--- src/hw/cpu_pkg.sv ---
package cpu_pkg;

    localparam int WORD_W    = 16;
    localparam int ADDR_W    = 8;
    localparam int REG_W     = 3;
    localparam int MEM_DEPTH = 1 << ADDR_W;

    typedef logic [WORD_W-1:0] word_t;
    typedef logic [ADDR_W-1:0] addr_t;
    typedef logic [REG_W-1:0]  reg_addr_t;

    typedef enum logic [2:0] {
        OPC_LDR  = 3'b011,
        OPC_STR  = 3'b100,
        OPC_ALU  = 3'b101,
        OPC_MOV  = 3'b110,
        OPC_HALT = 3'b111
    } opcode_e;

    typedef enum logic [1:0] {ALU_ADD, ALU_CMP, ALU_AND, ALU_MVN} alu_op_e;
    typedef enum logic [1:0] {SH_NONE, SH_LSL, SH_LSR, SH_ASR} shift_e;
    typedef enum logic [1:0] {SEL_RM, SEL_RD, SEL_RN} reg_sel_e;
    typedef enum logic [1:0] {WB_C, WB_IMM8, WB_MEM} wb_sel_e;

    typedef struct packed {
        opcode_e   opcode;
        alu_op_e   op;
        reg_addr_t rn;
        reg_addr_t rd;
        reg_addr_t rm;
        shift_e    shift;
        word_t     imm5;   // sign extended
        word_t     imm8;   // sign extended
    } instr_t;

    typedef struct packed {
        logic z;
        logic n;
        logic v;
    } flags_t;

    typedef struct packed {
        reg_sel_e reg_sel;
        wb_sel_e  wb_sel;
        logic     reg_wr;
        logic     load_a;
        logic     load_b;
        logic     load_c;
        logic     load_status;
        logic     zero_a;
        logic     use_imm5;
        logic     no_shift;
    } ctrl_t;

    typedef struct packed {
        logic  psel;
        logic  penable;
        logic  pwrite;
        addr_t paddr;
        word_t pwdata;
    } apb_req_t;

    typedef struct packed {
        word_t prdata;
        logic  pready;
        logic  pslverr;
    } apb_rsp_t;

endpackage

--- src/hw/reg_file.sv ---
`timescale 1ns/1ps

module reg_file (
    input  logic               clk,
    input  logic               wr_en,
    input  cpu_pkg::reg_addr_t wr_addr,
    input  cpu_pkg::word_t     wr_data,
    input  cpu_pkg::reg_addr_t rd_addr,
    output cpu_pkg::word_t     rd_data
);
    import cpu_pkg::*;

    word_t regs [1 << REG_W];

    always_ff @(posedge clk) begin
        if (wr_en) begin
            regs[wr_addr] <= wr_data;
        end
    end

    // read is combinational, new value seen after the write edge
    assign rd_data = regs[rd_addr];

endmodule

--- src/hw/alu_shift.sv ---
`timescale 1ns/1ps

module alu_shift (
    input  cpu_pkg::word_t   a,
    input  cpu_pkg::word_t   b,
    input  cpu_pkg::shift_e  shift,
    input  logic             no_shift,
    input  cpu_pkg::alu_op_e op,
    output cpu_pkg::word_t   result,
    output cpu_pkg::flags_t  alu_flags
);
    import cpu_pkg::*;

    word_t b_sh;
    word_t diff;

    always_comb begin
        b_sh = b;
        if (!no_shift) begin
            case (shift)
                SH_LSL:  b_sh = {b[WORD_W-2:0], 1'b0};
                SH_LSR:  b_sh = {1'b0, b[WORD_W-1:1]};
                SH_ASR:  b_sh = {b[WORD_W-1], b[WORD_W-1:1]};
                default: b_sh = b;
            endcase
        end
    end

    assign diff = a - b_sh;

    always_comb begin
        alu_flags = '0; // only CMP sets flags
        case (op)
            ALU_ADD: result = a + b_sh;
            ALU_CMP: begin
                result      = diff;
                alu_flags.z = (diff == '0);
                alu_flags.n = diff[WORD_W-1];
                alu_flags.v = (a[WORD_W-1] != b_sh[WORD_W-1]) &&
                              (diff[WORD_W-1] != a[WORD_W-1]);
            end
            ALU_AND: result = a & b_sh;
            default: result = ~b_sh; // MVN
        endcase
    end

endmodule

--- src/hw/cpu_ctrl.sv ---
`timescale 1ns/1ps

module cpu_ctrl (
    input  logic            clk,
    input  logic            rst_n,
    input  logic            start,
    input  cpu_pkg::instr_t instr,
    output cpu_pkg::ctrl_t  ctrl,
    output logic            load_pc,
    output logic            pc_from_start,
    output logic            load_ir,
    output logic            load_addr,
    output logic            addr_from_pc,
    output logic            mem_we,
    output logic            busy,
    output logic            halted
);
    import cpu_pkg::*;

    typedef enum logic [4:0] {
        IDLE, PC_FIRST, PC_NEXT, PC_READ, IR_LOAD, DECODE,
        RD_A, RD_B, EXEC, WRITE_BACK,
        ADDR_LOAD, ADDR_SEL, MEM_READ, MEM_SELECT,
        STR_RD_B, STR_EXEC, MEM_WRITE, WRITE_WAIT
    } state_e;

    state_e state;
    state_e state_next;
    logic   is_mov_imm;
    logic   b_only;
    logic   is_mem;
    logic   is_cmp;

    assign is_mov_imm = (instr.opcode == OPC_MOV) && instr.op[1]; // op 1x is the imm form
    assign b_only     = ((instr.opcode == OPC_MOV) && !instr.op[1]) ||
                        ((instr.opcode == OPC_ALU) && (instr.op == ALU_MVN));
    assign is_mem     = (instr.opcode == OPC_LDR) || (instr.opcode == OPC_STR);
    assign is_cmp     = (instr.opcode == OPC_ALU) && (instr.op == ALU_CMP);

    always_comb begin
        state_next = state;
        case (state)
            IDLE:       if (start) state_next = PC_FIRST;
            PC_FIRST:   state_next = PC_READ;
            PC_NEXT:    state_next = PC_READ;
            PC_READ:    state_next = IR_LOAD;
            IR_LOAD:    state_next = DECODE;
            DECODE: begin
                case (instr.opcode)
                    OPC_HALT: state_next = IDLE;
                    OPC_MOV:  state_next = is_mov_imm ? WRITE_BACK : RD_B;
                    OPC_ALU:  state_next = b_only ? RD_B : RD_A;
                    OPC_LDR:  state_next = RD_A;
                    OPC_STR:  state_next = RD_A;
                    default:  state_next = PC_NEXT; // unknown opcode skipped
                endcase
            end
            RD_A:       state_next = is_mem ? EXEC : RD_B;
            RD_B:       state_next = EXEC;
            EXEC: begin
                if (is_cmp) state_next = PC_NEXT;
                else if (is_mem) state_next = ADDR_LOAD;
                else state_next = WRITE_BACK;
            end
            WRITE_BACK: state_next = PC_NEXT;
            ADDR_LOAD:  state_next = ADDR_SEL;
            ADDR_SEL:   state_next = (instr.opcode == OPC_LDR) ? MEM_READ : STR_RD_B;
            MEM_READ:   state_next = MEM_SELECT;
            MEM_SELECT: state_next = WRITE_BACK;
            STR_RD_B:   state_next = STR_EXEC;
            STR_EXEC:   state_next = MEM_WRITE;
            MEM_WRITE:  state_next = WRITE_WAIT;
            WRITE_WAIT: state_next = PC_NEXT;
            default:    state_next = IDLE;
        endcase
    end

    always_comb begin
        ctrl          = '0;
        load_pc       = 1'b0;
        pc_from_start = 1'b0;
        load_ir       = 1'b0;
        load_addr     = 1'b0;
        addr_from_pc  = 1'b0;
        mem_we        = 1'b0;
        case (state)
            PC_FIRST: begin
                load_pc       = 1'b1;
                pc_from_start = 1'b1;
            end
            PC_NEXT:  load_pc = 1'b1;
            PC_READ:  addr_from_pc = 1'b1; // data comes back in IR_LOAD
            IR_LOAD:  load_ir = 1'b1;
            RD_A: begin
                ctrl.reg_sel = SEL_RN;
                ctrl.load_a  = 1'b1;
            end
            RD_B:     ctrl.load_b = 1'b1;
            EXEC: begin
                ctrl.load_c      = 1'b1;
                ctrl.load_status = 1'b1;
                ctrl.zero_a      = (instr.opcode == OPC_MOV);
                ctrl.use_imm5    = is_mem;  // Rn + imm5
            end
            WRITE_BACK: begin
                ctrl.reg_sel = SEL_RD;
                ctrl.reg_wr  = 1'b1;
                if (is_mov_imm) ctrl.wb_sel = WB_IMM8;
                else if (instr.opcode == OPC_LDR) ctrl.wb_sel = WB_MEM;
            end
            ADDR_LOAD: load_addr = 1'b1;
            MEM_SELECT: begin
                ctrl.reg_sel = SEL_RD;
                ctrl.wb_sel  = WB_MEM;
            end
            STR_RD_B: begin
                ctrl.reg_sel = SEL_RD;
                ctrl.load_b  = 1'b1;
            end
            STR_EXEC: begin
                ctrl.load_c      = 1'b1;
                ctrl.load_status = 1'b1;
                ctrl.zero_a      = 1'b1;
                ctrl.no_shift    = 1'b1; // shift bits belong to imm5 here
            end
            MEM_WRITE: mem_we = 1'b1;
            default: ;
        endcase
    end

    always_ff @(posedge clk) begin
        if (!rst_n) begin
            state  <= IDLE;
            halted <= 1'b0;
        end else begin
            state <= state_next;
            if (state == IDLE && start) halted <= 1'b0;
            else if (state == DECODE && instr.opcode == OPC_HALT) halted <= 1'b1;
        end
    end

    assign busy = (state != IDLE);

endmodule

--- src/hw/cpu_datapath.sv ---
`timescale 1ns/1ps

module cpu_datapath (
    input  logic            clk,
    input  cpu_pkg::instr_t instr,
    input  cpu_pkg::ctrl_t  ctrl,
    input  cpu_pkg::word_t  mdata,
    output cpu_pkg::word_t  c_out,
    output cpu_pkg::flags_t flags
);
    import cpu_pkg::*;

    reg_addr_t reg_idx;
    word_t     wb_data;
    word_t     rd_data;
    word_t     a_q;
    word_t     b_q;
    word_t     a_val;
    word_t     b_val;
    word_t     alu_res;
    flags_t    alu_flags;

    // one index serves both read and write
    always_comb begin
        case (ctrl.reg_sel)
            SEL_RN:  reg_idx = instr.rn;
            SEL_RD:  reg_idx = instr.rd;
            default: reg_idx = instr.rm;
        endcase
    end

    always_comb begin
        case (ctrl.wb_sel)
            WB_IMM8: wb_data = instr.imm8;
            WB_MEM:  wb_data = mdata;
            default: wb_data = c_out;
        endcase
    end

    reg_file u_rf (
        .clk     (clk),
        .wr_en   (ctrl.reg_wr),
        .wr_addr (reg_idx),
        .wr_data (wb_data),
        .rd_addr (reg_idx),
        .rd_data (rd_data)
    );

    assign a_val = ctrl.zero_a ? '0 : a_q;
    assign b_val = ctrl.use_imm5 ? instr.imm5 : b_q;

    alu_shift u_alu (
        .a         (a_val),
        .b         (b_val),
        .shift     (instr.shift),
        .no_shift  (ctrl.no_shift | ctrl.use_imm5),
        .op        (instr.op),
        .result    (alu_res),
        .alu_flags (alu_flags)
    );

    always_ff @(posedge clk) begin
        if (ctrl.load_a) a_q <= rd_data;
        if (ctrl.load_b) b_q <= rd_data;
        if (ctrl.load_c) c_out <= alu_res;
        if (ctrl.load_status) flags <= alu_flags;
    end

endmodule

--- src/hw/cpu_core.sv ---
`timescale 1ns/1ps

module cpu_core (
    input  logic            clk,
    input  logic            rst_n,
    input  logic            start,
    input  cpu_pkg::addr_t  start_pc,
    input  cpu_pkg::word_t  mem_rdata,
    output cpu_pkg::addr_t  mem_addr,
    output cpu_pkg::word_t  mem_wdata,
    output logic            mem_we,
    output cpu_pkg::word_t  out,
    output cpu_pkg::flags_t flags,
    output logic            busy,
    output logic            halted
);
    import cpu_pkg::*;

    addr_t  pc;
    word_t  ir;
    addr_t  dr;
    instr_t instr;
    ctrl_t  ctrl;
    word_t  c_val;
    logic   load_pc;
    logic   pc_from_start;
    logic   load_ir;
    logic   load_addr;
    logic   addr_from_pc;

    always_ff @(posedge clk) begin
        if (load_pc) pc <= pc_from_start ? start_pc : pc + 1'b1;
        if (load_ir) ir <= mem_rdata;
        if (load_addr) dr <= c_val[ADDR_W-1:0]; // data address from C
    end

    assign mem_addr  = addr_from_pc ? pc : dr;
    assign mem_wdata = c_val;
    assign out       = c_val;

    always_comb begin
        instr.opcode = opcode_e'(ir[15:13]);
        instr.op     = alu_op_e'(ir[12:11]);
        instr.rn     = ir[10:8];
        instr.rd     = ir[7:5];
        instr.shift  = shift_e'(ir[4:3]);
        instr.rm     = ir[2:0];
        instr.imm5   = {{(WORD_W - 5){ir[4]}}, ir[4:0]};
        instr.imm8   = {{(WORD_W - 8){ir[7]}}, ir[7:0]};
    end

    cpu_ctrl u_ctrl (
        .clk           (clk),
        .rst_n         (rst_n),
        .start         (start),
        .instr         (instr),
        .ctrl          (ctrl),
        .load_pc       (load_pc),
        .pc_from_start (pc_from_start),
        .load_ir       (load_ir),
        .load_addr     (load_addr),
        .addr_from_pc  (addr_from_pc),
        .mem_we        (mem_we),
        .busy          (busy),
        .halted        (halted)
    );

    cpu_datapath u_dp (
        .clk   (clk),
        .instr (instr),
        .ctrl  (ctrl),
        .mdata (mem_rdata),
        .c_out (c_val),
        .flags (flags)
    );

endmodule

--- config.mk ---
export PLATFORM = sky130hd
export DESIGN_NAME = cpu_core
export DESIGN_NICKNAME = d
export VERILOG_FILES = /design/src/hw/cpu_pkg.sv /design/src/hw/reg_file.sv /design/src/hw/alu_shift.sv /design/src/hw/cpu_ctrl.sv /design/src/hw/cpu_datapath.sv /design/src/hw/cpu_core.sv
export SDC_FILE = /design/constraint.sdc
export NUM_CORES = 1
export LEC_CHECK = 0
export BUFFER_PORTS_ARGS = -buffer_cell sky130_fd_sc_hd__buf_2
export CAP_MARGIN = 30
export CORE_ASPECT_RATIO = 1.25
export CORE_MARGIN = 10
export CORE_UTILIZATION = 30
export DETAILED_ROUTE_END_ITERATION = 8
export PLACE_DENSITY = 0.52
export RECOVER_POWER = 25
export SYNTH_ARGS = -nofsm -noshare
export SYNTH_HDL_FRONTEND = slang
export SYNTH_SLANG_ARGS = --single-unit
--- constraint.sdc ---
create_clock -name clk -period 5.7 [get_ports clk]
set_clock_uncertainty 0.1 [all_clocks]
set_input_delay 1.14 -clock clk [delete_from_list [all_inputs] [get_ports clk]]
set_output_delay 1.14 -clock clk [all_outputs]
set_load 0.005 [all_outputs]
After elaboration in Yosys (flattened, before gate mapping). Memories as Yosys holds them, arrays and structs flattened. Cells that the tools add are included.

Register bits: 89. RAM bits: 128. Memories kept: 1.

Add/sub/neg operators: 3. Equal/unequal tests: 35. Mux-type cells: 36. Bitwise gates (word level): 4. Reduce and logical (&&, ||, !) cells: 20.

Memory list: u_dp.u_rf.regs (words 8, width 16, rd ports 1, clocked after Yosys merged registers in 0, wr ports 1, RTL line reg_file.sv:13) `word_t regs [1 << REG_W];`.

Operators with widths (count): 16-bit one-hot mux with 3 select lines (2); 5-bit one-hot mux with 16 select lines (1); 16-bit 2-to-1 mux (3); 5-bit by 4-bit equality test with 1-bit output, second input constant (8); 16-bit one-hot mux with 2 select lines (1); 5-bit by 3-bit equality test with 1-bit output, second input constant (4); 5-bit one-hot mux with 4 select lines (1); 16-bit adder (1); 16-bit bitwise AND (1); 16-bit zero test (1); 8-bit 2-to-1 mux (2); 16-bit NOT (1); 16-bit subtractor (1); 1-bit 2-to-1 mux (14); 2-bit equality test, second input constant (6); 3-bit equality test, second input constant (4); 3-bit one-hot mux with 2 select lines (2); 5-bit by 2-bit equality test with 1-bit output, second input constant (2); 5-bit equality test, second input constant (2); 5-bit 2-to-1 mux (2); 2-bit OR reduction (5); 8-bit by 1-bit adder with 8-bit output, second input constant (1); 2-bit by 1-bit equality test with 1-bit output, second input constant (4); 2-bit 2-to-1 mux (4); other kinds (15) (25).

Depth between registers and ports, before layout.
Depth after elaboration: 9. Mapped depth: 18. Depth with buffers taken out: 15.

Hierarchy. From an unflattened synthesis, not the netlist that was laid out.

Cells, all modules: 879. Area, all modules: 11917.7 um2.

Modules (own cells, without submodules): reg_file (instances 1, cells an instance 198, area each 4973.5 um2, sequential area each 3843.7 um2); alu_shift (instances 1, cells an instance 321, area each 2484.9 um2, sequential area each 0.0 um2); cpu_datapath (instances 1, cells an instance 159, area each 2318.5 um2, sequential area each 1531.5 um2); cpu_core (instances 1, cells an instance 93, area each 1387.6 um2, sequential area each 960.9 um2); cpu_ctrl (instances 1, cells an instance 108, area each 753.2 um2, sequential area each 120.1 um2).

Least setup slack after synthesis. Ideal clock, no wire load.

Path kind: flip-flop to flip-flop. From: register u_ctrl.state[1]. To: memory u_dp.u_rf.regs[4][0] (netlist name), enable pin. Setup time: 436 ps. Data arrival time: 5385 ps. Path slack: -222 ps. Cell stages (with the launch flop): 11. Clock period less this slack: 5922 ps. Cell sequence: dfxtp_1 clkbuf_1 nand2b_1 nor3_1 inv_1 ha_1 nor2_1 a21oi_1 buf_1 clkbuf_1 nor4b_1.

Longest elaborated chain between the ends: 5. Elaborated cells between the ends (all ways): 12. Classes of those cells: 6 x eq/ne; 5 x mux; 1 x reduce/logical.

Ends and longest elaborated chain: start: declaration (RTL line cpu_ctrl.sv:27) `state_e state;`; start signal: assignment (RTL line cpu_ctrl.sv:136) `state <= state_next;`; 5-bit by 4-bit equality test with 1-bit output (RTL line cpu_ctrl.sv:86) `case (state)`; 3-bit OR reduction (no source line); 2-bit one-hot mux with 2 select lines (RTL line cpu_ctrl.sv:86); 2-bit by 1-bit equality test with 1-bit output / 2-bit equality test (equally long branches) (RTL line cpu_datapath.sv:25) `case (ctrl.reg_sel)`; 3-bit one-hot mux with 2 select lines (RTL line cpu_datapath.sv:25); end: declaration (RTL line reg_file.sv:13).

Several ways; a longest one is shown, not always the timed one.

Worst setup path after layout.
From: register u_ctrl.state[3]. To: register u_dp.flags[2] (netlist name).

Longest elaborated chain between the ends: 7. Elaborated cells between the ends (all ways): 12. Classes of those cells: 1 x add/sub; 2 x eq/ne; 7 x mux; 1 x bitwise; 1 x reduce/logical.

Ends and longest elaborated chain: 5-bit by 4-bit equality test with 1-bit output (RTL line cpu_ctrl.sv:86); 1-bit 2-to-1 mux (RTL line cpu_ctrl.sv:86); 16-bit 2-to-1 mux (RTL line cpu_datapath.sv:50) `assign b_val = ctrl.use_imm5 ? instr.imm5 : b_q;`; 16-bit one-hot mux with 3 select lines (RTL line alu_shift.sv:20) `case (shift)`; 16-bit 2-to-1 mux (RTL line alu_shift.sv:19) `if (!no_shift) begin`; 16-bit subtractor (*) (RTL line alu_shift.sv:29) `assign diff = a - b_sh;`; 16-bit zero test (*) (RTL line alu_shift.sv:37) `alu_flags.z = (diff == '0);`.

Every way passes the cells marked *; elsewhere a longest branch is shown, timed or not. A chain may end at the register's enable or synchronous reset.

==> impl_metrics.xml <==
<?xml version="1.0" encoding="UTF-8"?>
<metrics>
  <group name="clock_tree">
    <metric name="root_buffer" unit="">sky130_fd_sc_hd__clkbuf_16</metric>
    <metric name="cts_sinks" unit="">217</metric>
    <metric name="clock_tree.htree_level_count" unit="">1</metric>
    <metric name="worst_setup_hold_path_clk_slew" unit="ns">0.07</metric>
    <metric name="postCtsSetupRepairBufs" unit="">0</metric>
    <metric name="clock_tree_from_tritoncts" unit="">yes</metric>
    <metric name="cts_max_path_buffers" unit="">3</metric>
    <metric name="worst_skew_late_latency" unit="ns">0.51</metric>
    <metric name="ctsHoldBuffers" unit="">0</metric>
    <metric name="post_cts.resized_instances" unit="">0</metric>
    <metric name="numCtsBuffers" unit="">24</metric>
  </group>
  <group name="setup_path">
    <metric name="endpoint" unit="">u_dp.flags[2]</metric>
    <metric name="ff2ff_path_depth" unit="">14</metric>
    <metric name="cp_slowest_stage_delay" unit="ns">0.77</metric>
    <metric name="cp-end-kind" unit="">flip-flop</metric>
    <metric name="worstPathCellList" unit="">or3b_1, nor2_8, nand2_2, and2_4, a222oi_1, inv_1, ha_1, nor2b_1, o21ai_0, o311ai_0, a2111oi_0, nand2b_1, or4_1, nor4_1</metric>
    <metric name="cp_num_buf_inv" unit="">1</metric>
    <metric name="r2r_start" unit="">u_ctrl.state[3]</metric>
    <metric name="critPathRequiredTime" unit="ns">5.94</metric>
    <metric name="worstSetupStartpointType" unit="">flip-flop</metric>
    <metric name="crit_path_start" unit="">u_ctrl.state[3]</metric>
    <metric name="timing.critical_path.depth" unit="">14</metric>
    <metric name="worstPathArrival" unit="ns">5.29</metric>
    <metric name="cpLargestDelayFamily" unit="">simple AND/OR/NAND/NOR gates</metric>
    <metric name="timing.critical_path.slowest_stage_cell" unit="">sky130_fd_sc_hd__a222oi_1</metric>
    <metric name="setup.worst_path.class" unit="">reg -&gt; reg</metric>
    <metric name="reg2reg_slack" unit="ns">0.65</metric>
    <metric name="path_max_fanout" unit="">15</metric>
    <metric name="worstReg2RegEnd" unit="">u_dp.flags[2]</metric>
  </group>
  <group name="pwr">
    <metric name="internal_power" unit="mW">2.76</metric>
    <metric name="netSwitchingFraction" unit="">0.235</metric>
    <metric name="leakage" unit="nW">4.56</metric>
    <metric name="power.share.combinational" unit="">0.089</metric>
    <metric name="share_seq_of_total_power" unit="">0.503</metric>
    <metric name="clock_power_share" unit="">0.408</metric>
    <metric name="vdd.ir_drop.worst" unit="V">0.000168</metric>
    <metric name="pwr_density_cell" unit="nW/um^2">269</metric>
    <metric name="switching_power" unit="mW">0.848</metric>
  </group>
  <group name="global_route">
    <metric name="global_route_wire_length_before_repair" unit="mm">50.6</metric>
    <metric name="initial_antenna_violation_count" unit="">0</metric>
    <metric name="gr-usage-met2" unit="">0.242</metric>
    <metric name="track_usage" unit="">0.138</metric>
    <metric name="first_global_vias" unit="">8035</metric>
    <metric name="grtUsageMet1" unit="">0.176</metric>
    <metric name="leftover_overflow_at_the_end_of_global_routing" unit="">0</metric>
    <metric name="gr-usage-met3" unit="">0.0179</metric>
    <metric name="grt_max_degree" unit="">25</metric>
    <metric name="grt.busiest_layer" unit="">met2</metric>
  </group>
  <group name="logic_synthesis">
    <metric name="synthDominantCellAreaShare" unit="">0.538</metric>
    <metric name="synthesis.nets" unit="">1009</metric>
    <metric name="synth-seq-area-share" unit="">0.549</metric>
    <metric name="async_reset_ff_frac" unit="">0</metric>
    <metric name="ys_ff_latch" unit="">217</metric>
    <metric name="yosys.cell_types.count" unit="">81</metric>
    <metric name="syn-cell-area" unit="sq um">11800</metric>
    <metric name="synth.top_cells.by_area" unit="">sky130_fd_sc_hd__edfxtp_1 54%, sky130_fd_sc_hd__mux4_2 7.8%, sky130_fd_sc_hd__ha_1 4.4%</metric>
    <metric name="post_synth_inst_count" unit="">939</metric>
    <metric name="cell_accounting_for_the_most_synthesized_area" unit="">sky130_fd_sc_hd__edfxtp_1</metric>
    <metric name="ys.warnings.count" unit="">0</metric>
    <metric name="postSynth.topFlopCell" unit="">sky130_fd_sc_hd__edfxtp_1</metric>
    <metric name="post_synth.cell_area_avg" unit="sq um">12.5</metric>
    <metric name="synth_edf_count" unit="">211</metric>
  </group>
  <group name="timing">
    <metric name="layout_min_cycle_time" unit="ns">5.05</metric>
    <metric name="setup_viol" unit="">0</metric>
    <metric name="setup_ws" unit="ns">0.649</metric>
    <metric name="maxSlewHeadroom" unit="">0.296</metric>
    <metric name="tightest_pin_transition" unit="ns">1.05</metric>
    <metric name="grt_setup_unrepaired" unit="">no</metric>
    <metric name="achievable-frequency" unit="GHz">0.198</metric>
    <metric name="report.final.hold_viol_count" unit="">0</metric>
    <metric name="finalMaxSlewViolations" unit="">0</metric>
    <metric name="period_share" unit="">0.886</metric>
  </group>
  <group name="die">
    <metric name="initial_core_util" unit="">0.302</metric>
    <metric name="core_region_area" unit="sq um">38900</metric>
    <metric name="design.portCount" unit="">73</metric>
    <metric name="dieArea" unit="sq um">47600</metric>
    <metric name="die_height" unit="microns">241</metric>
    <metric name="num_rows" unit="">81</metric>
    <metric name="die_w" unit="microns">197</metric>
  </group>
  <group name="detailed_routing">
    <metric name="vias" unit="">7873</metric>
    <metric name="antenna_violating_nets_post_route" unit="">0</metric>
    <metric name="first_pass_iters" unit="">7</metric>
    <metric name="initialDrtViolationCount" unit="">689</metric>
    <metric name="wl" unit="mm">33.1</metric>
    <metric name="avgViaCountPerCell" unit="">5.21</metric>
    <metric name="average_routed_wire_per_standard_cell" unit="microns">21.9</metric>
    <metric name="number_of_drc_violations_after_detailed_routing" unit="">0</metric>
  </group>
  <group name="place">
    <metric name="placement.setup.worst_slack" unit="ns">0.845</metric>
    <metric name="numPortBuffers" unit="">72</metric>
    <metric name="dp_cells" unit="">1467</metric>
    <metric name="post-dp-hpwl" unit="mm">24.6</metric>
    <metric name="finalWeightedCongestion" unit="">0.867</metric>
  </group>
  <group name="final_layout">
    <metric name="finish.net_count" unit="">1065</metric>
    <metric name="drive_above_1_share" unit="">0.197</metric>
    <metric name="antennaDiodeCount" unit="">0</metric>
    <metric name="instances_no_fill" unit="">1511</metric>
    <metric name="syn_to_final_growth" unit="%">14.0</metric>
  </group>
  <group name="flow_run">
    <metric name="max_cap_violations" unit="">0</metric>
  </group>
  <group name="min_path">
    <metric name="min-delay-path-class" unit="">reg -&gt; reg</metric>
    <metric name="hold_path_startpoint" unit="">u_ctrl.halted</metric>
  </group>
  <group name="run_status">
    <metric name="result_of_the_run" unit="">finished, final reports clean</metric>
  </group>
</metrics>
-- layer usage --
metal / wire (microns) / vias up
met5: 0 / -
met4: 727 / 0
met3: 1410 / 46
met1: 14200 / 3926
met2: 16700 / 200
li1: - / 3701
-- cells by family (layout without fill, tap and decap cells) --
family / Yosys count / count (layout) / share of synthesized area
AOI/OAI and AO/OA: 235 / 235 / 0.134
DFF: 217 / 217 / 0.549
buffers and inverters: 119 / 193 / 0.0465
and+or+nand+nor: 226 / 226 / 0.0967
muxes: 71 / 71 / 0.107
xor gates and xnor gates: 28 / 28 / 0.0208
adders and majority gates: 43 / 43 / 0.0470
-- power by group through the flow --
| stage | sequential (mW) | combinational (mW) | clock [mW] |
|---|---|---|---|
| final | 1.82 | 0.320 | 1.47 |
| after global routing | 1.82 | 0.353 | 1.59 |
| after floorplan | 1.83 | 0.237 | 0 |
| after detailed placement | 1.85 | 0.323 | 0 |
| after CTS | 1.82 | 0.324 | 1.52 |
| after global placement | 1.85 | 0.323 | 0 |
-- tightest hold or removal path, delay by kind of cell (launching register included) --
kind	cells	cell delay, ns
AOI/OAI and AO/OA	1	0.07
DFF	1	0.35
and+or+nand+nor	1	0.09
-- cell usage after synthesis, types with 6 or more instances --
library cell and instances:
sky130_fd_sc_hd__nand2b_1 9, sky130_fd_sc_hd__nand3_1 8, sky130_fd_sc_hd__and2_1 17, sky130_fd_sc_hd__nor4_1 6, sky130_fd_sc_hd__nor2_1 57, sky130_fd_sc_hd__a31oi_1 10, sky130_fd_sc_hd__nor3_1 16, sky130_fd_sc_hd__xnor2_1 23
sky130_fd_sc_hd__nand2_1 62, sky130_fd_sc_hd__ha_1 41, sky130_fd_sc_hd__dfxtp_1 6, sky130_fd_sc_hd__clkbuf_1 35, sky130_fd_sc_hd__a21oi_1 63, sky130_fd_sc_hd__nor2b_1 11, sky130_fd_sc_hd__inv_1 48, sky130_fd_sc_hd__edfxtp_1 211
sky130_fd_sc_hd__a21o_1 8, sky130_fd_sc_hd__buf_2 11, sky130_fd_sc_hd__and3_1 6, sky130_fd_sc_hd__o21ai_0 44, sky130_fd_sc_hd__o211ai_1 8, sky130_fd_sc_hd__mux4_2 41, sky130_fd_sc_hd__o22ai_1 10, sky130_fd_sc_hd__a22oi_1 10
sky130_fd_sc_hd__buf_4 17, sky130_fd_sc_hd__mux2_2 26, sky130_fd_sc_hd__a211oi_1 11, sky130_fd_sc_hd__or3_1 6
-- flip-flops by register name, summed over array words and instances, names as in the netlist --
name / count
dr: 8
u_dp.b_q: 16
u_dp.u_rf.regs: 128
ir: 16
u_ctrl.state: 5
u_dp.flags: 3
u_dp.c_out: 16
u_ctrl.halted: 1
u_dp.a_q: 16
pc: 8
-- worst min path at each step --
| stage | to | slack, ns | cells after the start |
|---|---|---|---|
| after global routing | u_ctrl.halted | 0.50 | 2 |
| after global placement | u_ctrl.halted | 0.43 | 2 |
| after floorplan | u_ctrl.halted | 0.38 | 2 |
| final | u_ctrl.halted | 0.44 | 2 |
| after CTS | u_ctrl.halted | 0.45 | 2 |
| after detailed placement | u_ctrl.halted | 0.43 | 2 |
-- stage by stage --
step / utilization / power (mW) / hold slack, ns / area (sq um) / setup TNS (ns)
after detailed placement: 0.327 / 2.17 / 0.433 / 12700 / 0
after CTS: 0.346 / 3.66 / 0.450 / 13500 / 0
after global placement: 0.325 / 2.17 / 0.431 / 12700 / 0
after floorplan: - / 2.07 / 0.380 / 11800 / -1.06
after global routing: 0.345 / 3.76 / 0.503 / 13400 / 0
final: 0.345 / 3.61 / 0.443 / 13400 / 0
-- cell type report --
| class | count | area (sq um) |
|---|---|---|
| fill | 3898 | 25500 |
| sequential | 217 | 6460 |
| multi-input combinational | 603 | 4840 |
| clock buffer | 29 | 641 |
| tap | 498 | 623 |
| timing repair buffer | 100 | 558 |
| inverter | 49 | 184 |
| clock inverter | 15 | 105 |
-- placed cells by master, fill, tap and decap left out, types with 5 or more instances in the layout --
| cell type | instances |
|---|---|
| sky130_fd_sc_hd__inv_1 | 48 |
| sky130_fd_sc_hd__o22ai_1 | 10 |
| sky130_fd_sc_hd__dfxtp_1 | 6 |
| sky130_fd_sc_hd__nand2b_1 | 9 |
| sky130_fd_sc_hd__buf_4 | 21 |
| sky130_fd_sc_hd__or3_1 | 6 |
| sky130_fd_sc_hd__o31ai_1 | 5 |
| sky130_fd_sc_hd__xor2_1 | 5 |
| sky130_fd_sc_hd__nand3_1 | 8 |
| sky130_fd_sc_hd__nor2_1 | 57 |
| sky130_fd_sc_hd__xnor2_1 | 23 |
| sky130_fd_sc_hd__mux4_2 | 41 |
| sky130_fd_sc_hd__ha_1 | 41 |
| sky130_fd_sc_hd__a21o_1 | 8 |
| sky130_fd_sc_hd__and3_1 | 6 |
| sky130_fd_sc_hd__o21ai_1 | 5 |
| sky130_fd_sc_hd__mux2_2 | 26 |
| sky130_fd_sc_hd__buf_2 | 45 |
| sky130_fd_sc_hd__a22oi_1 | 10 |
| sky130_fd_sc_hd__edfxtp_1 | 211 |
| sky130_fd_sc_hd__nor3_1 | 14 |
| sky130_fd_sc_hd__o211ai_1 | 8 |
| sky130_fd_sc_hd__nor2b_1 | 11 |
| sky130_fd_sc_hd__clkbuf_1 | 36 |
| sky130_fd_sc_hd__and2_1 | 17 |
| sky130_fd_sc_hd__clkinv_1 | 8 |
| sky130_fd_sc_hd__clkbuf_16 | 25 |
| sky130_fd_sc_hd__a21oi_1 | 61 |
| sky130_fd_sc_hd__a31oi_1 | 10 |
| sky130_fd_sc_hd__nand2_1 | 62 |
| sky130_fd_sc_hd__o21ai_0 | 44 |
| sky130_fd_sc_hd__a211oi_1 | 11 |
Power figures use the tool's default switching activity.
